<file path="config.mk">
export PLATFORM = sky130hd
export DESIGN_NAME = gmii_tx_flat
export DESIGN_NICKNAME = d
export VERILOG_FILES = /design/src/hw/eth_pkg.sv /design/src/hw/ring_rd_if.sv /design/src/hw/gmii_tx.sv /design/src/flat_wrapper.sv
export SDC_FILE = /design/constraint.sdc
export NUM_CORES = 1
export LEC_CHECK = 0
export ABC_AREA = 1
export BUFFER_PORTS_ARGS = -buffer_cell sky130_fd_sc_hd__clkbuf_2
export CAP_MARGIN = 20
export CORE_ASPECT_RATIO = 0.75
export CORE_UTILIZATION = 42
export CTS_CLUSTER_SIZE = 12
export DETAILED_ROUTE_END_ITERATION = 8
export SLEW_MARGIN = 5
export SYNTH_ARGS = -nofsm -noshare
export SYNTH_HDL_FRONTEND = slang
export SYNTH_SLANG_ARGS = --single-unit
</file>
<file path="constraint.sdc">
create_clock -name clock -period 3.1 [get_ports clock]
set_clock_uncertainty 0.15 [all_clocks]
set_input_delay 0.155 -clock clock [delete_from_list [all_inputs] [get_ports clock]]
set_output_delay 0.155 -clock clock [all_outputs]
set_load 0.02 [all_outputs]
</file>
<file path="src/hw/eth_pkg.sv">
package eth_pkg;

	// --------------------
	// basic types

	typedef logic [7:0]  byte_t;   // one GMII octet
	typedef logic [31:0] crc_t;    // CRC-32 register

	// --------------------
	// frame constants

	localparam byte_t PREAMBLE_BYTE = 8'h55;
	localparam byte_t SFD_BYTE      = 8'hD5;
	localparam int    PREAMBLE_LEN  = 7;     // octets before the delimiter
	localparam int    IPG_CYCLES    = 12;    // idle cycles between frames
	localparam int    FCS_BYTES     = 4;

	// --------------------
	// CRC-32 constants

	localparam crc_t CRC_POLY    = 32'hEDB88320;  // reflected 802.3 polynomial
	localparam crc_t CRC_INIT    = 32'hFFFFFFFF;
	// register value once a good frame has been run through including its FCS
	localparam crc_t CRC_RESIDUE = 32'hDEBB20E3;

	// one byte into the register, bit 0 of the byte goes first on the wire,
	// so the register shifts right and the polynomial is bit reversed
	function automatic crc_t next_crc32(crc_t crc, byte_t data);
		crc_t c;
		c = crc ^ {24'h000000, data};
		for (int i = 0; i < 8; i++) begin
			if (c[0]) begin
				c = (c >> 1) ^ CRC_POLY;
			end else begin
				c = c >> 1;
			end
		end
		return c;
	endfunction

	// the FCS on the wire is ~crc, low byte first, which is the plain zlib CRC-32
	// of the payload; the receiver just keeps updating and compares to the residue

endpackage

</file>
<file path="src/hw/ring_rd_if.sv">
`timescale 1ns/1ns

interface ring_rd_if;
	import eth_pkg::*;

	byte_t data;
	logic  valid;    // only while a committed packet replays
	logic  last;     // final byte of the packet
	logic  ready;

	modport ring (
		output data, valid, last,
		input  ready
	);

	modport consumer (
		input  data, valid, last,
		output ready
	);

endinterface

</file>
<file path="src/hw/gmii_tx.sv">
`timescale 1ns/1ns

module gmii_tx (
	input logic          clock,
	input logic          reset,
	ring_rd_if.consumer  rd,
	output eth_pkg::byte_t gmii_txd,
	output logic         gmii_tx_en
);
	import eth_pkg::*;

	// state names what is on the wire right now
	typedef enum logic [2:0] {
		S_IDLE,
		S_PREAMBLE,
		S_DELIMITER,
		S_PAYLOAD,
		S_CHECK,
		S_GAP
	} state_t;

	state_t     state;
	logic [3:0] count;     // preamble, check and gap counter
	crc_t       crc;
	crc_t       fcs;

	assign fcs = ~crc;

	// payload taken while the delimiter or a payload byte is out
	assign rd.ready = (state == S_DELIMITER) || (state == S_PAYLOAD);

	always_ff @(posedge clock) begin
		if (reset) begin
			state      <= S_IDLE;
			count      <= '0;
			gmii_txd   <= '0;
			gmii_tx_en <= 1'b0;
		end else begin
			case (state)
				S_IDLE: begin
					gmii_txd   <= '0;
					gmii_tx_en <= 1'b0;
					if (rd.valid) begin  // a whole packet is committed
						gmii_txd   <= PREAMBLE_BYTE;
						gmii_tx_en <= 1'b1;
						count      <= 4'd1;
						crc        <= CRC_INIT;
						state      <= S_PREAMBLE;
					end
				end
				S_PREAMBLE: begin
					if (count == 4'(PREAMBLE_LEN)) begin
						gmii_txd <= SFD_BYTE;
						state    <= S_DELIMITER;
					end else begin
						gmii_txd <= PREAMBLE_BYTE;
						count    <= count + 1'b1;
					end
				end
				S_DELIMITER, S_PAYLOAD: begin
					if (rd.valid) begin
						gmii_txd <= rd.data;
						crc      <= next_crc32(crc, rd.data);
						state    <= S_PAYLOAD;
						if (rd.last) begin
							count <= '0;
							state <= S_CHECK;
						end
					end
				end
				S_CHECK: begin
					gmii_txd <= fcs[{count[1:0], 3'b000} +: 8];  // low byte first
					if (count == 4'(FCS_BYTES - 1)) begin
						count <= '0;
						state <= S_GAP;
					end else begin
						count <= count + 1'b1;
					end
				end
				S_GAP: begin
					gmii_txd   <= '0;
					gmii_tx_en <= 1'b0;
					if (count == 4'(IPG_CYCLES - 1)) begin
						state <= S_IDLE;
					end else begin
						count <= count + 1'b1;
					end
				end
				default: begin
					state <= S_IDLE;
				end
			endcase
		end
	end

endmodule

</file>
<file path="src/flat_wrapper.sv">
// flat-port wrapper written by rule: the top's interface ports become plain ports
module gmii_tx_flat import eth_pkg::*;
  (clock, reset, gmii_txd, gmii_tx_en, rd_data, rd_valid, rd_last, rd_ready);
  ring_rd_if rd_i ();
  input logic clock;
  input logic reset;
  output eth_pkg::byte_t gmii_txd;
  output logic gmii_tx_en;
  input wire logic [$bits(rd_i.data)-1:0] rd_data;
  input wire logic [$bits(rd_i.valid)-1:0] rd_valid;
  input wire logic [$bits(rd_i.last)-1:0] rd_last;
  output wire logic [$bits(rd_i.ready)-1:0] rd_ready;
  assign rd_i.data = rd_data;
  assign rd_i.valid = rd_valid;
  assign rd_i.last = rd_last;
  assign rd_ready = rd_i.ready;
  gmii_tx u_core (.clock(clock), .reset(reset), .rd(rd_i), .gmii_txd(gmii_txd), .gmii_tx_en(gmii_tx_en));
endmodule
</file>
# After elaboration in Yosys (flattened, before gate mapping)
# Cells that the tools add are included.
# word_totals
regBits	48
in_bits	12
output_inout_bits	10
# op_classes
add_sub_neg	1
n_eq_ne	16
n_shift	1
muxes	52
bitwise_logic	11
reduce_logical	10
# ops
operator	n
2-to-1 mux 32 bit	31
NOT 13 -> 14 bit	8
case mux 32 bit (2 select lines)	1
case mux 8 bit (5 select lines)	1
NOT 32 bit	1
indexed part select 32 x 6 -> 8 bit	1
bitwise XOR 32 x 8 -> 32 bit	1
2-to-1 mux 4 bit	6
case mux 4 bit (5 select lines)	1
2-to-1 mux 3 bit	6
2-to-1 mux 8 bit	2
case mux 3 bit (5 select lines)	1
!= test 2 bit (second input constant)	5
2-to-1 mux 7 bit	1
equality test 3 x 2 -> 1 bit (second input constant)	2
equality test 3 bit (second input constant)	2
!= test 2 x 1 -> 1 bit (second input constant)	3
AND reduction 6 bit	1
AND reduction 5 bit	1
nonzero test 5 bit	1
adder 4 x 1 -> 4 bit (second input constant)	1
equality test 4 x 2 -> 1 bit (second input constant)	1
equality test 4 x 3 -> 1 bit (second input constant)	1
equality test 4 bit (second input constant)	1
other kinds (10)	11

# Depth between registers and ports, before layout
# logic_depth
ltp_word	40
mapped_depth	13

# Least setup slack after synthesis
# No wires, ideal clock.
# synth_path
kind	register to register
start	register u_core.state[2]
end	register u_core.crc[0] (enable)
arrival_time_ns	2.794
t_required_ns	2.489
slack_ns	-0.306
path_stages_with_launch	4
path_cell_list	dfxtp_1 > inv_1 > nand2_1 > nor3_1
# synth_between
elab_chain_cells	4
elab_cells_between_ends	8
classes_between	eq/ne: 4; reduce/logical: 4
# synth_rtl
element	line	rtl
from (decl)	gmii_tx.sv:22	state_t state;
from (signal assigned)	gmii_tx.sv:34	state <= S_IDLE;
from (signal assigned)	gmii_tx.sv:48	state <= S_PREAMBLE;
from (signal assigned)	gmii_tx.sv:54	state <= S_DELIMITER;
equality test 3 x 2 -> 1 bit	gmii_tx.sv:39	case (state)
OR reduction 2 bit	gmii_tx.sv:39	
!= test 2 bit (no source line) / nonzero test 2 bit (equally long branches)	-	
AND reduction 4 bit (no source line) (*)	-	
to (signal assigned)	gmii_tx.sv:63	crc <= next_crc32(crc, rd.data);
to (decl)	gmii_tx.sv:24	crc_t crc;
# Every way passes the cells marked *; elsewhere a longest branch is shown, timed or not.
# A chain may end at the register's enable or synchronous reset.

# Worst setup path in the final report
# layout_path
start	register u_core.crc[0]
end	register u_core.crc[23] (data pin)
# layout_between
elab_chain_cells	37
# layout_rtl
element	line	rtl
bitwise XOR 32 x 8 -> 32 bit (*)	eth_pkg.sv:30	c = crc ^ {24'h000000, data};
2-to-1 mux 32 bit (*)	eth_pkg.sv:32	if (c[0]) begin
2-to-1 mux 32 bit (*)	gmii_tx.sv:61	if (rd.valid) begin
2-to-1 mux 32 bit (*)	gmii_tx.sv:39	
2-to-1 mux 32 bit (*)	gmii_tx.sv:33	if (reset) begin
NOT 13 -> 14 bit (no source line)	-	
2-to-1 mux 32 bit (*)	eth_pkg.sv:32	
2-to-1 mux 32 bit (*)	gmii_tx.sv:61	
[... 21 more ...]	-	
2-to-1 mux 32 bit (*)	eth_pkg.sv:32	
2-to-1 mux 32 bit (*)	gmii_tx.sv:61	
2-to-1 mux 32 bit (*)	gmii_tx.sv:39	
2-to-1 mux 32 bit (*)	gmii_tx.sv:33	
NOT 13 -> 14 bit (no source line)	-	
2-to-1 mux 32 bit (*)	eth_pkg.sv:32	
2-to-1 mux 32 bit (*)	gmii_tx.sv:61	
case mux 32 bit (2 select lines) (*)	gmii_tx.sv:39	
# Every way passes the cells marked *; elsewhere a longest branch is shown, timed or not. The select of a mux whose other input is x is not followed.

==> results.txt <==
GR Overflow Total -> 0
Synth Instances -> 500
CTS sink count -> 48
Sw Share -> 0.471
Fin nets -> 535
Crit path DAT -> 2.17 ns
Setup_tns -> 0 ns
CP cell instances -> inv_1 -> nand2_1 -> nand2_1 -> nand2_1 -> nand2_2 -> nand2_1 -> nand2_1 -> inv_1 -> nand3_1 -> nand3_1
Share of the synthesized area in the top cell type -> 0.282
Netlist cell types -> 30
Post-DP HPWL -> 7030 um
Sequential share of the synthesized area -> 0.376
CP peak stage delay -> 0.46 ns
Layout cell share with drive strength beyond 1 -> 0.103
Die Footprint -> 8480 um^2
Wire per inst -> 15.0 um
Post-Route WL -> 9390 um
Post-synthesis cell area -> 3410 um^2
Hold WC Path Type -> in2reg
Post-synth ARST share -> 0
Slew Viols, Final -> 0
Synth Net Count -> 513
Buffers on Ports -> 21
Final Util -> 0.473
Crit-path max FO -> 9
Hold Vio Cnt, Final -> 0
Most used cell, CP -> nand2_1
Maximum vdd drop -> 0.000554 V
Die height -> 80 um
Reg power frac -> 0.350
Tot GR Track Use -> 0.238
Core footprint -> 7880 um^2
Worst skew pair latency -> 0.32 ns
Status -> complete, no violations
Final Cycle Share -> 0.736
Critical path endpoint category -> flip-flop
Place WS -> 0.855 ns
PnR worst setup slack -> 0.820 ns
Fmax achieved -> 439 MHz
Min Tclk post-route -> 2.28 ns
Ant diodes -> 0
Multi-input combinational cell area -> 1850 um^2
Clock power share -> 0.152
Initial core utilization -> 0.432
Detail Route Antenna Nets -> 0
Vias in the first global route -> 2893
CTS clock-pin slew for the worst setup and hold paths -> 0.10 ns
RSZ-0062 raised after global routing -> false
# H-tree levels -> 2
Vias -> 3277
Initial DRT Pass Iterations -> 5
Combinational Power Share -> 0.498
Largest net degree at the start of global routing -> 33
GP Congestion -> 0.867
Startpoint types -> flip-flop
Worst-margin pin slew -> 0.744 ns
Setup-failing EPs final -> 0
Starting DRC count in detailed routing -> 248
Post-cts gate resize count -> 0
Critical path's top delay family -> simple AND/OR/NAND/NOR gates
Synth area leaders -> edfxtp_1, nand2_1, dfxtp_1
First-pass GRT wire length -> 15200 um
# DRC -> 0
Area growth syn-to-layout -> 9.47%
Avg Inst Size Synth -> 6.81 um^2
Antenna violations before repair -> 0
P per Cell Area -> 717 nW/um^2
Seq cells post-synth -> 48
Top cells by count, synth -> nand2_1, inv_1, nand3_1, edfxtp_1, o21ai_0
NetSw -> 1.26 mW
Clock buffer depth -> 2
Count leader, synth -> nand2_1
Post-CTS Setup Bufs -> 0
Row Count -> 28
Synth area leader -> edfxtp_1
FF/Latch Area -> 1280 um^2
TritonCTS clock tree -> built
I/O pin cnt -> 22
Clock root buffer -> clkbuf_8
Vias per inst -> 5.22
Slowest-stage cell, CP -> edfxtp_1
Yosys warning count -> 0
Post-CTS Hold Buffers -> 0
Post-synth top flop -> edfxtp_1
Internal power -> 1.41 mW
WHS -> 0.0216 ns
P_leak -> 1.76 nW
Die Width -> 106 um
Number of enable flip-flop cells after synthesis -> 32
Overall power -> 2.68 mW
Crit path kind -> reg2reg
Inserted Clock Buffers -> 5
# fillers -> 813
Slew HR -> 0.504
R2R setup slack -> 0.82 ns
Max Cap Viol -> 0
Worst Path Buf+Inv -> 2
Critical path data required time -> 2.99 ns
state kept, by name, indices dropped and copies added (netlist names):
name and flops:
u_core.gmii_tx_en 1, u_core.crc 32, u_core.gmii_txd 8, u_core.state 3, u_core.count 4
power by group through the flow:
stage	registers, mW	clock network (mW)	logic (mW)
2_1_floorplan	0.955	0	0.923
3_3_place_gp	0.948	0	1.31
3_5_place_dp	0.948	0	1.32
4_1_cts	0.934	0.414	1.33
5_1_grt	0.949	0.435	1.50
6_report	0.936	0.407	1.33
area by class of cell:
type	count	area share
multi-input cells	380	0.496
clock inverters	3	0.00604
inverters	60	0.0604
repair buffers	27	0.0403
well taps	105	0.0352
flip-flops and latches	48	0.344
clock buffers	5	0.0185
cells by family (layout without fill, tap and decap cells):
group / Yosys count / after routing / synth area share
xor+xnor: 25 / 25 / 0.0742
buf+inv: 72 / 95 / 0.0841
compound gates: 60 / 60 / 0.101
flops: 48 / 48 / 0.376
fa+ha+maj: 1 / 1 / 0.00367
simple gates: 294 / 294 / 0.361
through the flow:
step                      instances  area [um^2]
after CTS                       628         3730
after global routing            628         3730
after global placement          620         3640
after floorplan                 500         3410
after detailed placement        620         3640
final                           628         3730
layout by cell type (no fill, tap or decap), drive strengths merged, types with 2 or more instances in the layout:
master	instances
nand3	56
nor2	22
clkinv	2
a21oi	20
nand2	200
or2	9
xor2	22
o211ai	12
xnor2	3
clkbuf	26
edfxtp	32
o21ai	22
dfxtp	16
o21bai	4
inv	60
buf	6
nor3	4
per-layer routing:
layer,GRT usage,share of wire,vias to the layer above
met2,0.337,0.40,114
met5,0,0,-
met4,0.0542,0.0085,0
met3,0.0294,0.076,9
li1,-,-,1653
met1,0.377,0.51,1501
final timing paths:
check | cells past startpoint | from | endpoint
worst max-delay path | 10 | u_core.crc[0]$_SDFFCE_PP1P_ | u_core.crc[23]$_SDFFCE_PP1P_
worst min-delay path | 2 | reset | u_core.gmii_txd[7]$_SDFFE_PP0P_
worst max register to register | 10 | u_core.crc[0]$_SDFFCE_PP1P_ | u_core.crc[23]$_SDFFCE_PP1P_
worst min register to register | 2 | u_core.gmii_txd[5]$_SDFFE_PP0P_ | u_core.gmii_txd[5]$_SDFFE_PP0P_
Note: power is estimated with default switching activity, not from simulation.
