===== src/hw/eth_pkg.sv =====
package eth_pkg;

	// --------------------
	// basic types

	typedef logic [7:0]  byte_t;   // one GMII octet
	typedef logic [31:0] crc_t;    // CRC-32 register

	// --------------------
	// frame constants

	localparam byte_t PREAMBLE_BYTE = 8'h55;
	localparam byte_t SFD_BYTE      = 8'hD5;
	localparam int    PREAMBLE_LEN  = 7;     // octets before the delimiter
	localparam int    IPG_CYCLES    = 12;    // idle cycles between frames
	localparam int    FCS_BYTES     = 4;

	// --------------------
	// CRC-32 constants

	localparam crc_t CRC_POLY    = 32'hEDB88320;  // reflected 802.3 polynomial
	localparam crc_t CRC_INIT    = 32'hFFFFFFFF;
	// register value once a good frame has been run through including its FCS
	localparam crc_t CRC_RESIDUE = 32'hDEBB20E3;

	// one byte into the register, bit 0 of the byte goes first on the wire,
	// so the register shifts right and the polynomial is bit reversed
	function automatic crc_t next_crc32(crc_t crc, byte_t data);
		crc_t c;
		c = crc ^ {24'h000000, data};
		for (int i = 0; i < 8; i++) begin
			if (c[0]) begin
				c = (c >> 1) ^ CRC_POLY;
			end else begin
				c = c >> 1;
			end
		end
		return c;
	endfunction

	// the FCS on the wire is ~crc, low byte first, which is the plain zlib CRC-32
	// of the payload; the receiver just keeps updating and compares to the residue

endpackage


===== src/hw/ring_wr_if.sv =====
`timescale 1ns/1ns

interface ring_wr_if;
	import eth_pkg::*;

	byte_t data;
	logic  valid;
	logic  ready;    // low when no free slot or open slot full
	logic  commit;   // closes the open packet
	logic  abort;    // drops the open packet

	modport producer (
		output data, valid, commit, abort,
		input  ready
	);

	modport ring (
		input  data, valid, commit, abort,
		output ready
	);

endinterface


===== src/hw/gmii_rx.sv =====
`timescale 1ns/1ns

module gmii_rx (
	input logic           clock,
	input logic           reset,
	input eth_pkg::byte_t gmii_rxd,
	input logic           gmii_rx_dv,
	input logic           gmii_rx_er,
	ring_wr_if.producer   wr
);
	import eth_pkg::*;

	typedef enum logic [1:0] {
		S_IDLE,
		S_PREAMBLE,
		S_DATA,
		S_DISCARD
	} state_t;

	state_t     state;
	logic [3:0] pre_count;             // preamble bytes seen
	crc_t       crc;
	byte_t      delay [FCS_BYTES];     // holds back the last four bytes
	logic [2:0] fill;                  // valid stages in the delay line
	logic       line_full;
	logic       frame_ok;
	logic       write_byte;
	logic       write_lost;            // ring refused a byte

	assign line_full = (fill == 3'(FCS_BYTES));
	assign frame_ok  = line_full && (crc == CRC_RESIDUE);

	// --------------------
	// ring write side

	always_comb begin
		write_byte = (state == S_DATA) && gmii_rx_dv && !gmii_rx_er && line_full;
		write_lost = write_byte && !wr.ready;

		wr.data   = delay[FCS_BYTES-1];  // oldest byte, surely not FCS
		wr.valid  = write_byte;
		wr.commit = (state == S_DATA) && !gmii_rx_dv && frame_ok;
		wr.abort  = 1'b0;
		if (state == S_DATA) begin
			if (gmii_rx_dv) begin
				wr.abort = gmii_rx_er || write_lost;
			end else begin
				wr.abort = !frame_ok;  // bad crc or runt
			end
		end
	end

	// --------------------
	// FSM

	always_ff @(posedge clock) begin
		if (reset) begin
			state     <= S_IDLE;
			pre_count <= '0;
			fill      <= '0;
		end else begin
			case (state)
				S_IDLE: begin
					if (gmii_rx_dv && !gmii_rx_er && gmii_rxd == PREAMBLE_BYTE) begin
						pre_count <= 4'd1;
						state     <= S_PREAMBLE;
					end
				end
				S_PREAMBLE: begin
					if (!gmii_rx_dv || gmii_rx_er) begin
						state <= S_IDLE;
					end else if (gmii_rxd == PREAMBLE_BYTE &&
							pre_count != 4'(PREAMBLE_LEN)) begin
						pre_count <= pre_count + 1'b1;
					end else if (gmii_rxd == SFD_BYTE && pre_count == 4'(PREAMBLE_LEN)) begin
						fill  <= '0;
						state <= S_DATA;
					end else begin
						state <= S_IDLE;  // wrong byte
					end
				end
				S_DATA: begin
					if (!gmii_rx_dv) begin
						state <= S_IDLE;  // commit or abort happens this cycle
					end else if (gmii_rx_er || write_lost) begin
						state <= S_DISCARD;
					end else if (!line_full) begin
						fill <= fill + 1'b1;
					end
				end
				S_DISCARD: begin
					if (!gmii_rx_dv) begin
						state <= S_IDLE;
					end
				end
				default: begin
					state <= S_IDLE;
				end
			endcase
		end
	end

	// --------------------
	// CRC and delay line

	always_ff @(posedge clock) begin
		if (state == S_PREAMBLE) begin
			crc <= CRC_INIT;
		end else if (state == S_DATA && gmii_rx_dv) begin
			crc <= next_crc32(crc, gmii_rxd);
		end

		if (gmii_rx_dv) begin
			delay[0] <= gmii_rxd;
			for (int i = 1; i < FCS_BYTES; i++) begin
				delay[i] <= delay[i-1];
			end
		end
	end

endmodule


===== src/flat_wrapper.sv =====
// flat-port wrapper written by rule: the top's interface ports become plain ports
module gmii_rx_flat import eth_pkg::*;
  (clock, reset, gmii_rxd, gmii_rx_dv, gmii_rx_er, wr_data, wr_valid, wr_commit, wr_abort, wr_ready);
  ring_wr_if wr_i ();
  input logic clock;
  input logic reset;
  input eth_pkg::byte_t gmii_rxd;
  input logic gmii_rx_dv;
  input logic gmii_rx_er;
  output wire logic [$bits(wr_i.data)-1:0] wr_data;
  output wire logic [$bits(wr_i.valid)-1:0] wr_valid;
  output wire logic [$bits(wr_i.commit)-1:0] wr_commit;
  output wire logic [$bits(wr_i.abort)-1:0] wr_abort;
  input wire logic [$bits(wr_i.ready)-1:0] wr_ready;
  assign wr_data = wr_i.data;
  assign wr_valid = wr_i.valid;
  assign wr_commit = wr_i.commit;
  assign wr_abort = wr_i.abort;
  assign wr_i.ready = wr_ready;
  gmii_rx u_core (.clock(clock), .reset(reset), .gmii_rxd(gmii_rxd), .gmii_rx_dv(gmii_rx_dv), .gmii_rx_er(gmii_rx_er), .wr(wr_i));
endmodule

===== config.mk =====
export PLATFORM = sky130hd
export DESIGN_NAME = gmii_rx_flat
export DESIGN_NICKNAME = d
export VERILOG_FILES = /design/src/hw/eth_pkg.sv /design/src/hw/ring_wr_if.sv /design/src/hw/gmii_rx.sv /design/src/flat_wrapper.sv
export SDC_FILE = /design/constraint.sdc
export NUM_CORES = 1
export LEC_CHECK = 0
export BUFFER_PORTS_ARGS = -buffer_cell sky130_fd_sc_hd__buf_2
export CORE_MARGIN = 10
export CORE_UTILIZATION = 35
export CTS_CLUSTER_DIAMETER = 80
export DETAILED_ROUTE_END_ITERATION = 10
export PLACE_DENSITY = 0.63
export SKIP_LAST_GASP = 1
export SLEW_MARGIN = 40
export SYNTH_ARGS = -nofsm -noshare
export SYNTH_HDL_FRONTEND = slang
export SYNTH_SLANG_ARGS = --single-unit

===== constraint.sdc =====
create_clock -name clock -period 1.8 [get_ports clock]
set_clock_uncertainty 0.15 [all_clocks]
set_input_delay 0.09 -clock clock [delete_from_list [all_inputs] [get_ports clock]]
set_output_delay 0.09 -clock clock [all_outputs]
set_load 0.005 [all_outputs]

# Word level (Yosys, flattened, before mapping)
# Memory sizes are Yosys's and may differ from the RTL's.
# Index checks and enable logic that the tools add are counted.
# classes
reduce_logical,23
mux,45
bitwise_logic,9
addsub,2
n_eq_ne,20
# ops
operator,n
$mux 32,22
$not 13->14,8
$eq 32x32->1 const B,1
$xor 32x8->32,1
$mux 3,6
$mux 2,7
$mux 4,3
$ne 2x2->1 const B,6
$logic_and 1x1->1,11
$eq 8x7->1 const B,1
$eq 8x8->1 const B,1
$pmux 2 s4,1
$pmux 4 s2,1
$reduce_and 4->1,2
$reduce_and 7->1,1
$ne 2x1->1 const B,3
$pmux 3 s2,1
$add 4x1->4 const B,1
$eq 2x2->1 const B,2
$eq 4x3->1 const B,1
$logic_not 1->1,4
$mux 1,4
$ne 4x3->1 const B,1
$reduce_bool 2->1,2
other kinds (7),8
# word_totals
output_inout_bits,11
ff_bits,41
elab_cells,104
mem_count,1
ram_bits,32
# mem_list
name,words,width,rd,rd_ports_with_merged_regs,wr,line_no,text
u_core.delay,4,8,4,0,4,gmii_rx.sv:23,byte_t delay [FCS_BYTES];

# Longest topological paths before layout
# Gate-level depths: netlist of the first run.
# depth
ltp_word,31
depth_mapped,7

# Least setup slack after synthesis of the first run
# Ideal clock, no wire load.
# synth_timing
path_kind,reg-to-reg
start,reg u_core.pre_count[0]
end,reg u_core.pre_count[3]
path_buffers,0
synth_period_minus_slack_ps,1742
arrival_ps,1522
setup_slack_ps,58
stages_incl_launch_ff,6
required_time_ps,1580
setup_ps,70
cell_sequence,dfxtp_1 -> ha_1 -> and3b_1 -> a21o_1 -> or4_1 -> a21oi_1
# synth_between
elab_chain_len,4
word_cells_on_any_way,8
cone_classes,add/sub (1); eq/ne (2); mux (3); reduce/logical (2)
# synth_lines
item,line_no,text
from (decl),gmii_rx.sv:21,logic [3:0] pre_count;
from (signal assigned),gmii_rx.sv:74,pre_count <= pre_count + 1'b1;
$add 4x1->4 / $ne 4x3->1 (equally long branches),"gmii_rx.sv:74, gmii_rx.sv:73",
$mux 4 / $logic_and 1x1->1 (equally long branches),gmii_rx.sv:72,end else if (gmii_rxd == PREAMBLE_BYTE &&
$mux 4 / $ne 2x1->1 (equally long branches),--,
$pmux 4 s2 / $reduce_and 4->1 (equally long branches),--,
# Several ways; a longest one is shown, not always the timed one. The select of a mux whose other input is x is not followed.
# A chain may end at the register's enable or synchronous reset.

# Worst setup path in the final report of the first run
# layout_timing
start,reg u_core.crc[10]
end,out wr_abort
# layout_between
elab_chain_len,5
# layout_lines
item,line_no,text
from (decl),gmii_rx.sv:22,crc_t crc;
from (signal assigned),gmii_rx.sv:110,"crc <= next_crc32(crc, gmii_rxd);"
$eq 32x32->1,gmii_rx.sv:31,assign frame_ok = line_full && (crc == CRC_RESIDUE);
$logic_and 1x1->1,gmii_rx.sv:31,
$logic_not 1->1,gmii_rx.sv:48,wr.abort = !frame_ok;
$mux 1,gmii_rx.sv:45,if (gmii_rx_dv) begin
$mux 1,gmii_rx.sv:44,if (state == S_DATA) begin
to (decl),flat_wrapper.sv:13,output wire logic [$bits(wr_i.abort)-1:0] wr_abort;
# No other way between the ends.

==> results.toml, run 1 <==
[worst_setup_path]
rr_startpoint = "u_core.crc[4]"
cp.arrival_ns = 1.76
worst-r2r-setup-slack_ns = 0.02
critPathKind = "register to primary output"
startpoint = "u_core.crc[10]"
worstPathRequired_ns = 1.56
critPathLaunchType = "register"
end_kind = "primary output"
crit_fanout = 2

[timing]
setup_viol = 2
finalCriticalPeriod_ns = 2.00
setup_ws_ns = -0.205
worst_pin_slew_ns = 0.551
rsz0062_at_grt = "true"
hold_viol_final = 0
post-route-period-util = 1.11
setup_tns_ns = -0.358
final-max-slew-violation-count = 0
max_freq_mhz = 499
maxSlewHeadroom = 0.631

[detailed_routing]
vias = 2387
routed_wl_um = 7550
remaining_drc_errors = 0
avgRoutedWirePerCell_um = 15.1
dr.pass1.iters = 4
route.antenna.remaining_nets = 0
viasPerCell = 4.76
drt_iter0_drc = 143

[power]
peakVddDrop_uv = 647
leakagePower_nw = 1.71
power.density_nw_per_um2 = 834

[global_route]
grt_pass1_vias = 2347
busiest_layer = "met2"
met1_usage = 0.128
grt_max_degree = 37
grt_first_pass_wirelength_um = 12000
met3_usage = 0.0272
antenna_found_initial = 0
grt_overflow_total = 0
grt_use_met2 = 0.170
grt_usage = 0.105

[min_path]
hold_start = "gmii_rx_er"
hold_path.class = "input pin to register"

[job]
maxCapViolations = 0

[clock_network]
cts-buffers-inserted = 9
cts_sinks = 73
clockBufferDepth = 2
cts_tree = "built"
htree_levels = 3
clk_latency_ns = 0.35
cts_root_buffer = "clkbuf_8"
cts.reportedPaths.clkPinSlew_ns = 0.09

[place]
place_congestion = 0.848
place_hpwl_um = 5160
port-buffer-count = 23

[logic_synthesis]
netlist_area_um2 = 3470
netlist_instances = 294
yosys.area.top_type = "edfxtp_1"
synth-seq-cells = 73
yosys_most_used_dff = "dfxtp_1"
synth-edff-count = 32
ys_warn_count = 0
ys_seq_area_frac = 0.514
synth_async_sr_flop_share = 0
synth_fp_nets = 310
ys_top_cells_by_area = "edfxtp_1 (28%), dfxtp_1 (24%), xnor2_1 (8.3%), xnor2_4 (6.3%), a21oi_1 (5.8%)"
postSynthAreaPerCell_um2 = 11.8
synth.top_cell.area_share = 0.277
synth_cell_type_count = 37

[die]
io_pins = 24
core_area_um2 = 9730
initial_core_util = 0.357
die_width_um = 120
dieArea_um2 = 14300
die_y_um = 120
num_rows = 36

[final_layout]
syn2layout_area_growth_pct = 30.0
nets = 379
drive_gt1_frac = 0.310
antenna_cells = 0
final_util = 0.464

[run_status]
status = "complete, but fails checks"
violations = "negative setup slack"
==> final timing paths <==
path,end,cells past startpoint
worst min register to register,u_core.delay[2][1],0
worst max register to register,u_core.crc[5],6
worst max-delay path,wr_abort,5
worst min-delay path,u_core.fill[0],6
==> state kept, by name (all words and copies together) (netlist names) <==
| register | cells |
|---|---|
| u_core.pre_count | 4 |
| u_core.delay | 32 |
| u_core.state | 2 |
| u_core.crc | 32 |
| u_core.fill | 3 |
==> layer usage <==
layer  share of wire  vias up
met2            0.49       45
met3           0.041       13
met4           0.021        0
li1                -     1192
met1            0.44     1137
met5               0        -
==> cells by family after synthesis <==
group | count (synthesis) | share of synthesized area
buf+inv | 15 | 0.0162
fa+ha+maj | 3 | 0.0108
flops | 73 | 0.514
compound gates | 48 | 0.0732
xor+xnor | 69 | 0.244
simple gates | 86 | 0.142
==> placed cells by master (no fill, tap or decap), types with 4 or more instances in the layout <==
master / count
edfxtp_1: 32
dfxtp_1: 35
o21ai_0: 4
xnor2_2: 6
xor2_1: 16
nor3_1: 33
nand3b_1: 4
nor2_1: 6
dfxtp_2: 6
a21oi_1: 40
buf_2: 21
nand2_1: 9
dlygate4sd3_1: 9
xnor2_4: 11
buf_12: 7
clkbuf_8: 9
nand3_1: 5
buf_4: 31
xnor2_1: 32
==> synth_stat cells (3+ instances only) <==
cell type  number
buf_1           4
inv_1           3
o21ai_0         4
nand3b_1        4
xnor2_1        33
nor2b_1         3
a21oi_1        40
nand2_1         9
xor2_1         17
nor2_1          6
nand3_1         5
edfxtp_1       32
dfxtp_1        41
clkbuf_1        8
nor3_1         36
ha_1            3
xnor2_4         8
nand4b_1        3
xnor2_2         8
==> through the flow <==
step	total power (W)	std cells	hold slack, ns	worst slack (ns)	area, um2
after detailed placement	0.00238	466	0.197	0.00121	3970
after global placement	0.00238	466	0.193	0.0119	3970
after global routing	0.00391	501	0.0537	-0.286	4510
after CTS	0.00374	494	0.0160	-0.203	4330
after floorplan	0.00222	294	0.0389	0.0582	3470
final	0.00376	501	0.0263	-0.205	4510
==> report_power, final <==
part	switching, W	internal [W]	leakage, nW	total [W]
clock	0.000672	0.000653	0.0983	0.00132
sequential	0.0000362	0.00180	0.647	0.00184
combinational	0.000281	0.000316	0.967	0.000598
==> what timing repair did <==
| item | in CTS | in global routing |
|---|---|---|
| hold endpoints to repair | 19 | 0 |
| hold buffers | 11 | 0 |
| endpoints found under the setup margin | 5 | 21 |
| buffers inserted | 1 | 9 |
| pin swaps | 4 | 7 |
| resized for setup | 9 | 15 |
==> worst max-delay path, cell delays in order (launching register included) <==
cell     delay [ns]
dfxtp_1        0.32
or4_4          0.54
nor3_2         0.11
nand4_1        0.14
and3_1         0.18
buf_2          0.13
==> final cells by class <==
class | instances | area [um2]
clock inverters | 7 | 76.3
multi-input cells | 206 | 1750
repair buffers | 70 | 593
clock buffers | 9 | 124
fillers | 887 | 5220
well taps | 133 | 166
flip-flops and latches | 73 | 1790
inverters | 3 | 11.3
Note: power is estimated with default switching activity, not from simulation.
==> run 2: changes to the inputs <==
Settings changed: BUFFER_PORTS_ARGS -buffer_cell sky130_fd_sc_hd__buf_2 to -buffer_cell sky130_fd_sc_hd__buf_4.
==> run 2 against run 1 <==
The run still ends with negative setup slack left. Clock power is 8% lower. Non-clock buffer count is 3 higher. Sequential share of layout area is 0.13 points lower. Highest routed layer unchanged. Critical path type unchanged. Die area stayed put. Cell count is 0.60% higher. First-iteration DRC count is 9.8% higher. Hold slack better by 0.0053 ns. Largest cell class unchanged. Core utilization is 0.28 points higher.
==> results.toml, run 2 (synthesis results as in run 1) <==
[global_route]
grt_max_degree = 65
antenna_found_initial = 0
grt_overflow_total = 0
grt_first_pass_wirelength_um = 12300
grt_usage = 0.110
grt_pass1_vias = 2401

[final_layout]
nets = 382
layout_commonest_cell = "buf_4"
fillers = 930
final_cell_mix = "buf_4 (55), a21oi_1 (39), nor3_1 (34)"
top_regs = "u_core.crc: 32 flops, u_core.delay: 32 flops, u_core.pre_count: 4 flops"
stdcell_count = 504
syn2layout_area_growth_pct = 30.8
antenna_cells = 0
final_util = 0.466
drive_gt1_frac = 0.321

[die]
io_pins = 24
die_width_um = 120
die_y_um = 120
initial_core_util = 0.357
num_rows = 36
dieArea_um2 = 14300
core_area_um2 = 9730

[worst_setup_path]
startpoint = "u_core.crc[12]"
crit_chain = "or4_4, nor3_2, nand4_1, and3_1, buf_4"
crit_cells = 5
slowest_stage = "or4_4"
cp.arrival_ns = 1.85
path_delay_family = "simple AND/OR/NAND/NOR gates"
worstPathRequired_ns = 1.56
end_kind = "primary output"
crit_fanout = 2
cp-endpoint = "wr_abort"
worst-r2r-setup-slack_ns = 0.02
critPathKind = "register to primary output"
worstRegToRegCells = 6
r2r-end = "u_core.crc[7]"
cpPeakStageDelay_ns = 0.53
critPathLaunchType = "register"
rr_startpoint = "u_core.crc[6]"
path_buf_inv = 1

[timing]
hold_viol_final = 0
max_freq_mhz = 479
setup_ws_ns = -0.286
rsz0062_at_grt = "true"
worst_pin_slew_ns = 0.377
finalCriticalPeriod_ns = 2.09
setup_viol = 3
setup_tns_ns = -0.491
post-route-period-util = 1.16
maxSlewHeadroom = 0.749
final-max-slew-violation-count = 0

[detailed_routing]
route.antenna.remaining_nets = 0
drt_iter0_drc = 157
viasPerCell = 4.78
dr.pass1.iters = 4
routed_wl_um = 7690
remaining_drc_errors = 0
vias = 2411
avgRoutedWirePerCell_um = 15.3

[place]
place_congestion = 0.818
dp.cells = 466
port-buffer-count = 23
place_hpwl_um = 5210
post-place-ws_ns = -0.0976

[power]
power.density_nw_per_um2 = 803
p_sw_frac = 0.273
p_comb_frac = 0.164
p_switching_w = 0.000994
p_int_w = 0.00265
peakVddDrop_uv = 297
seqPwrFrac = 0.505
leakagePower_nw = 1.71
clock_power_share = 0.331

[clock_network]
cts_sinks = 73
htree_levels = 3
cts_tree = "built"
clk_latency_ns = 0.35
cts.reportedPaths.clkPinSlew_ns = 0.08
cts_root_buffer = "clkbuf_8"
clockBufferDepth = 2
cts-buffers-inserted = 9

[min_path]
hold_path.class = "input pin to register"

[job]
maxCapViolations = 0

[run_status]
violations = "negative setup slack"
status = "complete, but fails checks"
## run 2: cell types whose count changed in the layout (fill, tap and decap cells not counted), moves of 2 or more
cell,previous run,this run
buf_2,21,0
buf_4,31,55
clkinv_4,1,4
dfxtp_1,35,31
dfxtp_2,6,10
dlygate4sd3_1,9,11
dlymetal6s4s_1,2,0
inv_6,3,1
## run 2: how the worst min path moves through the flow
stage                     start                 end  cells past startpoint
floorplan           gmii_rxd[0]  u_core.delay[0][0]                      0
global placement    gmii_rxd[1]  u_core.delay[0][1]                      1
detailed placement  gmii_rxd[1]  u_core.delay[0][1]                      1
CTS                  gmii_rx_er      u_core.fill[0]                      6
global route         gmii_rx_er      u_core.fill[2]                      5
finish               gmii_rx_er      u_core.fill[2]                      5
## run 2: power by group through the flow
stage	Sequential, W	Combinational (W)	Clock [W]
after floorplan	0.00187	0.000353	0
after global placement	0.00187	0.000518	0
after detailed placement	0.00188	0.000522	0
after CTS	0.00184	0.000558	0.00125
after global routing	0.00185	0.000648	0.00133
final	0.00184	0.000599	0.00121
## run 2: area by class of cell
class	instances	area, um2	share of cell area
Inverter	3	11.3	0.00248
Tap cell	133	166	0.0367
Sequential cell	73	1790	0.395
Timing Repair Buffer	73	663	0.146
Clock inverter	7	62.6	0.0138
Clock buffer	9	124	0.0273
Multi-Input combinational cell	206	1720	0.378
## run 2: metal layers
metal  up-vias  GRT usage  part of all wire
met3        12     0.0413             0.054
met1      1147      0.132              0.44
met5         -          0                 0
met4         0     0.0445             0.018
met2        57      0.175              0.49
li1       1195          -                 -
## run 2: stage by stage
step	hold slack (ns)	power, W	instance area [um2]
floorplan	0.0389	0.00222	3470
global placement	0.166	0.00239	4030
detailed placement	0.167	0.00240	4030
CTS	0.00965	0.00365	4390
global route	0.0425	0.00383	4540
finish	0.0317	0.00365	4540
## run 2: worst min-delay path, delay by kind of cell
kind | cells | cell delay [ns]
buffers and inverters | 2 | 0.22
and+or+nand+nor | 2 | 0.12
AOI/OAI and AO/OA | 1 | 0.06
## run 2: repair_timing
item                                   4_1_cts  5_1_grt
resized for setup                           11       11
pin swaps                                    4       12
hold buffers                                11        0
endpoints found under the hold margin       18        0
setup buffers                                1       10
setup endpoints to repair                   15       23
==> run 3: changes to the inputs <==
Settings changed: CORE_ASPECT_RATIO set to 1.5, CORE_UTILIZATION 35 to 54, PLACE_DENSITY 0.63 to 0.85.
==> run 3 against run 2 <==
The flow still finishes with violations (negative setup slack). Via count is 7.6% higher. Register-to-register slack worse by 0.03 ns. Die area is 29% lower. First-iteration DRC count is 0.64% lower. Largest cell class unchanged.
==> results.toml, run 3 (synthesis results as in run 1) <==
[detailed_routing]
dr.pass1.iters = 4
viasPerCell = 5.74
routed_wl_um = 9130
remaining_drc_errors = 0
route.antenna.remaining_nets = 0
avgRoutedWirePerCell_um = 20.2
drt_iter0_drc = 156
vias = 2594

[global_route]
grt_usage = 0.166
antenna_found_initial = 0
grt_overflow_total = 0
grt_pass1_vias = 2689
grt_max_degree = 65
grt_first_pass_wirelength_um = 13300

[die]
io_pins = 24
die_y_um = 118
num_rows = 35
core_area_um2 = 6220
die_width_um = 85.4
initial_core_util = 0.558
dieArea_um2 = 10100

[timing]
finalCriticalPeriod_ns = 2.11
rsz0062_at_grt = "true"
worst_pin_slew_ns = 0.456
setup_viol = 3
hold_viol_final = 0
post-route-period-util = 1.17
whs_ns = 0.0147
max_freq_mhz = 475
setup_ws_ns = -0.305
final-max-slew-violation-count = 0
maxSlewHeadroom = 0.693
setup_tns_ns = -0.558

[final_layout]
stdcell_count = 452
layout_commonest_cell = "buf_4"
fillers = 401
top_regs = "u_core.crc: 32 flops, u_core.delay: 32 flops, u_core.pre_count: 4 flops"
nets = 389
syn2layout_area_growth_pct = 32.2
drive_gt1_frac = 0.352
final_cell_mix = "buf_4 (58), a21oi_1 (39), nor3_1 (34)"
antenna_cells = 0

[min_path]
hold_path.class = "input pin to register"

[worst_setup_path]
path_delay_family = "simple AND/OR/NAND/NOR gates"
worstPathRequired_ns = 1.56
path_buf_inv = 1
crit_fanout = 3
cpPeakStageDelay_ns = 0.52
end_kind = "primary output"
slowest_stage = "or4_4"
critPathLaunchType = "register"
cp.arrival_ns = 1.87
critPathKind = "register to primary output"
crit_chain = "or4_4, nor3_4, nand4_1, and3_1, buf_4"

[clock_network]
cts-buffers-inserted = 9
cts.reportedPaths.clkPinSlew_ns = 0.09
cts_sinks = 73
clockBufferDepth = 2
htree_levels = 3
cts_tree = "built"
clk_latency_ns = 0.36
cts_root_buffer = "clkbuf_8"

[place]
dp.cells = 403
post-place-ws_ns = -0.0449
place_congestion = 0.901
place_hpwl_um = 5430
port-buffer-count = 23

[run_status]
status = "complete, but fails checks"
violations = "negative setup slack"

[power]
leakagePower_nw = 1.77
peakVddDrop_uv = 705
power.density_nw_per_um2 = 819

[job]
maxCapViolations = 0
[run 3: area by class of cell]
class / instances / area [um2] / share of cell area
Sequential cell: 73 / 1800 / 0.392
Multi-Input combinational cell: 206 / 1770 / 0.386
Timing Repair Buffer: 80 / 728 / 0.159
Clock buffer: 9 / 124 / 0.0270
Tap cell: 74 / 92.6 / 0.0202
Clock inverter: 7 / 61.3 / 0.0134
Inverter: 3 / 11.3 / 0.00246
[run 3: power breakdown]
part	internal, W	switching [W]	total, W
Sequential	0.00180	0.0000408	0.00184
Combinational	0.000371	0.000321	0.000692
Clock	0.000526	0.000695	0.00122
[run 3: stage by stage]
step                      area [um2]   util  total power, W
final                           4590  0.737         0.00376
after global routing            4590  0.737         0.00389
after CTS                       4380  0.704         0.00366
after detailed placement        3900  0.627         0.00240
after global placement          3900  0.627         0.00239
after floorplan                 3470      -         0.00222
[run 3: path summary, 6_finish.rpt]
kind | cells after the start | slack [ns] | start | endpoint
worst min register to register | 0 | 0.27 | u_core.delay[2][2] | u_core.delay[3][2]
worst max-delay path | 5 | -0.31 | u_core.crc[12] | wr_abort
worst min-delay path | 2 | 0.01 | gmii_rxd[5] | u_core.delay[0][5]
worst max register to register | 7 | -0.01 | u_core.crc[4] | u_core.crc[16]
[run 3: per-layer routing]
| layer | up-vias | track usage | share of wire |
|---|---|---|---|
| met5 | - | 0 | 0 |
| li1 | 1211 | - | - |
| met1 | 1256 | 0.158 | 0.34 |
| met3 | 38 | 0.0454 | 0.047 |
| met2 | 89 | 0.298 | 0.56 |
| met4 | 0 | 0.111 | 0.055 |
[run 3: what timing repair did]
action | 4_1_cts | 5_1_grt
buffers inserted | 16 | 7
gates resized for setup | 15 | 25
gates cloned | 0 | 0
pin swaps | 10 | 14
hold buffers | 10 | 0
endpoints found under the hold margin | 17 | 0
endpoints found under the setup margin | 11 | 20
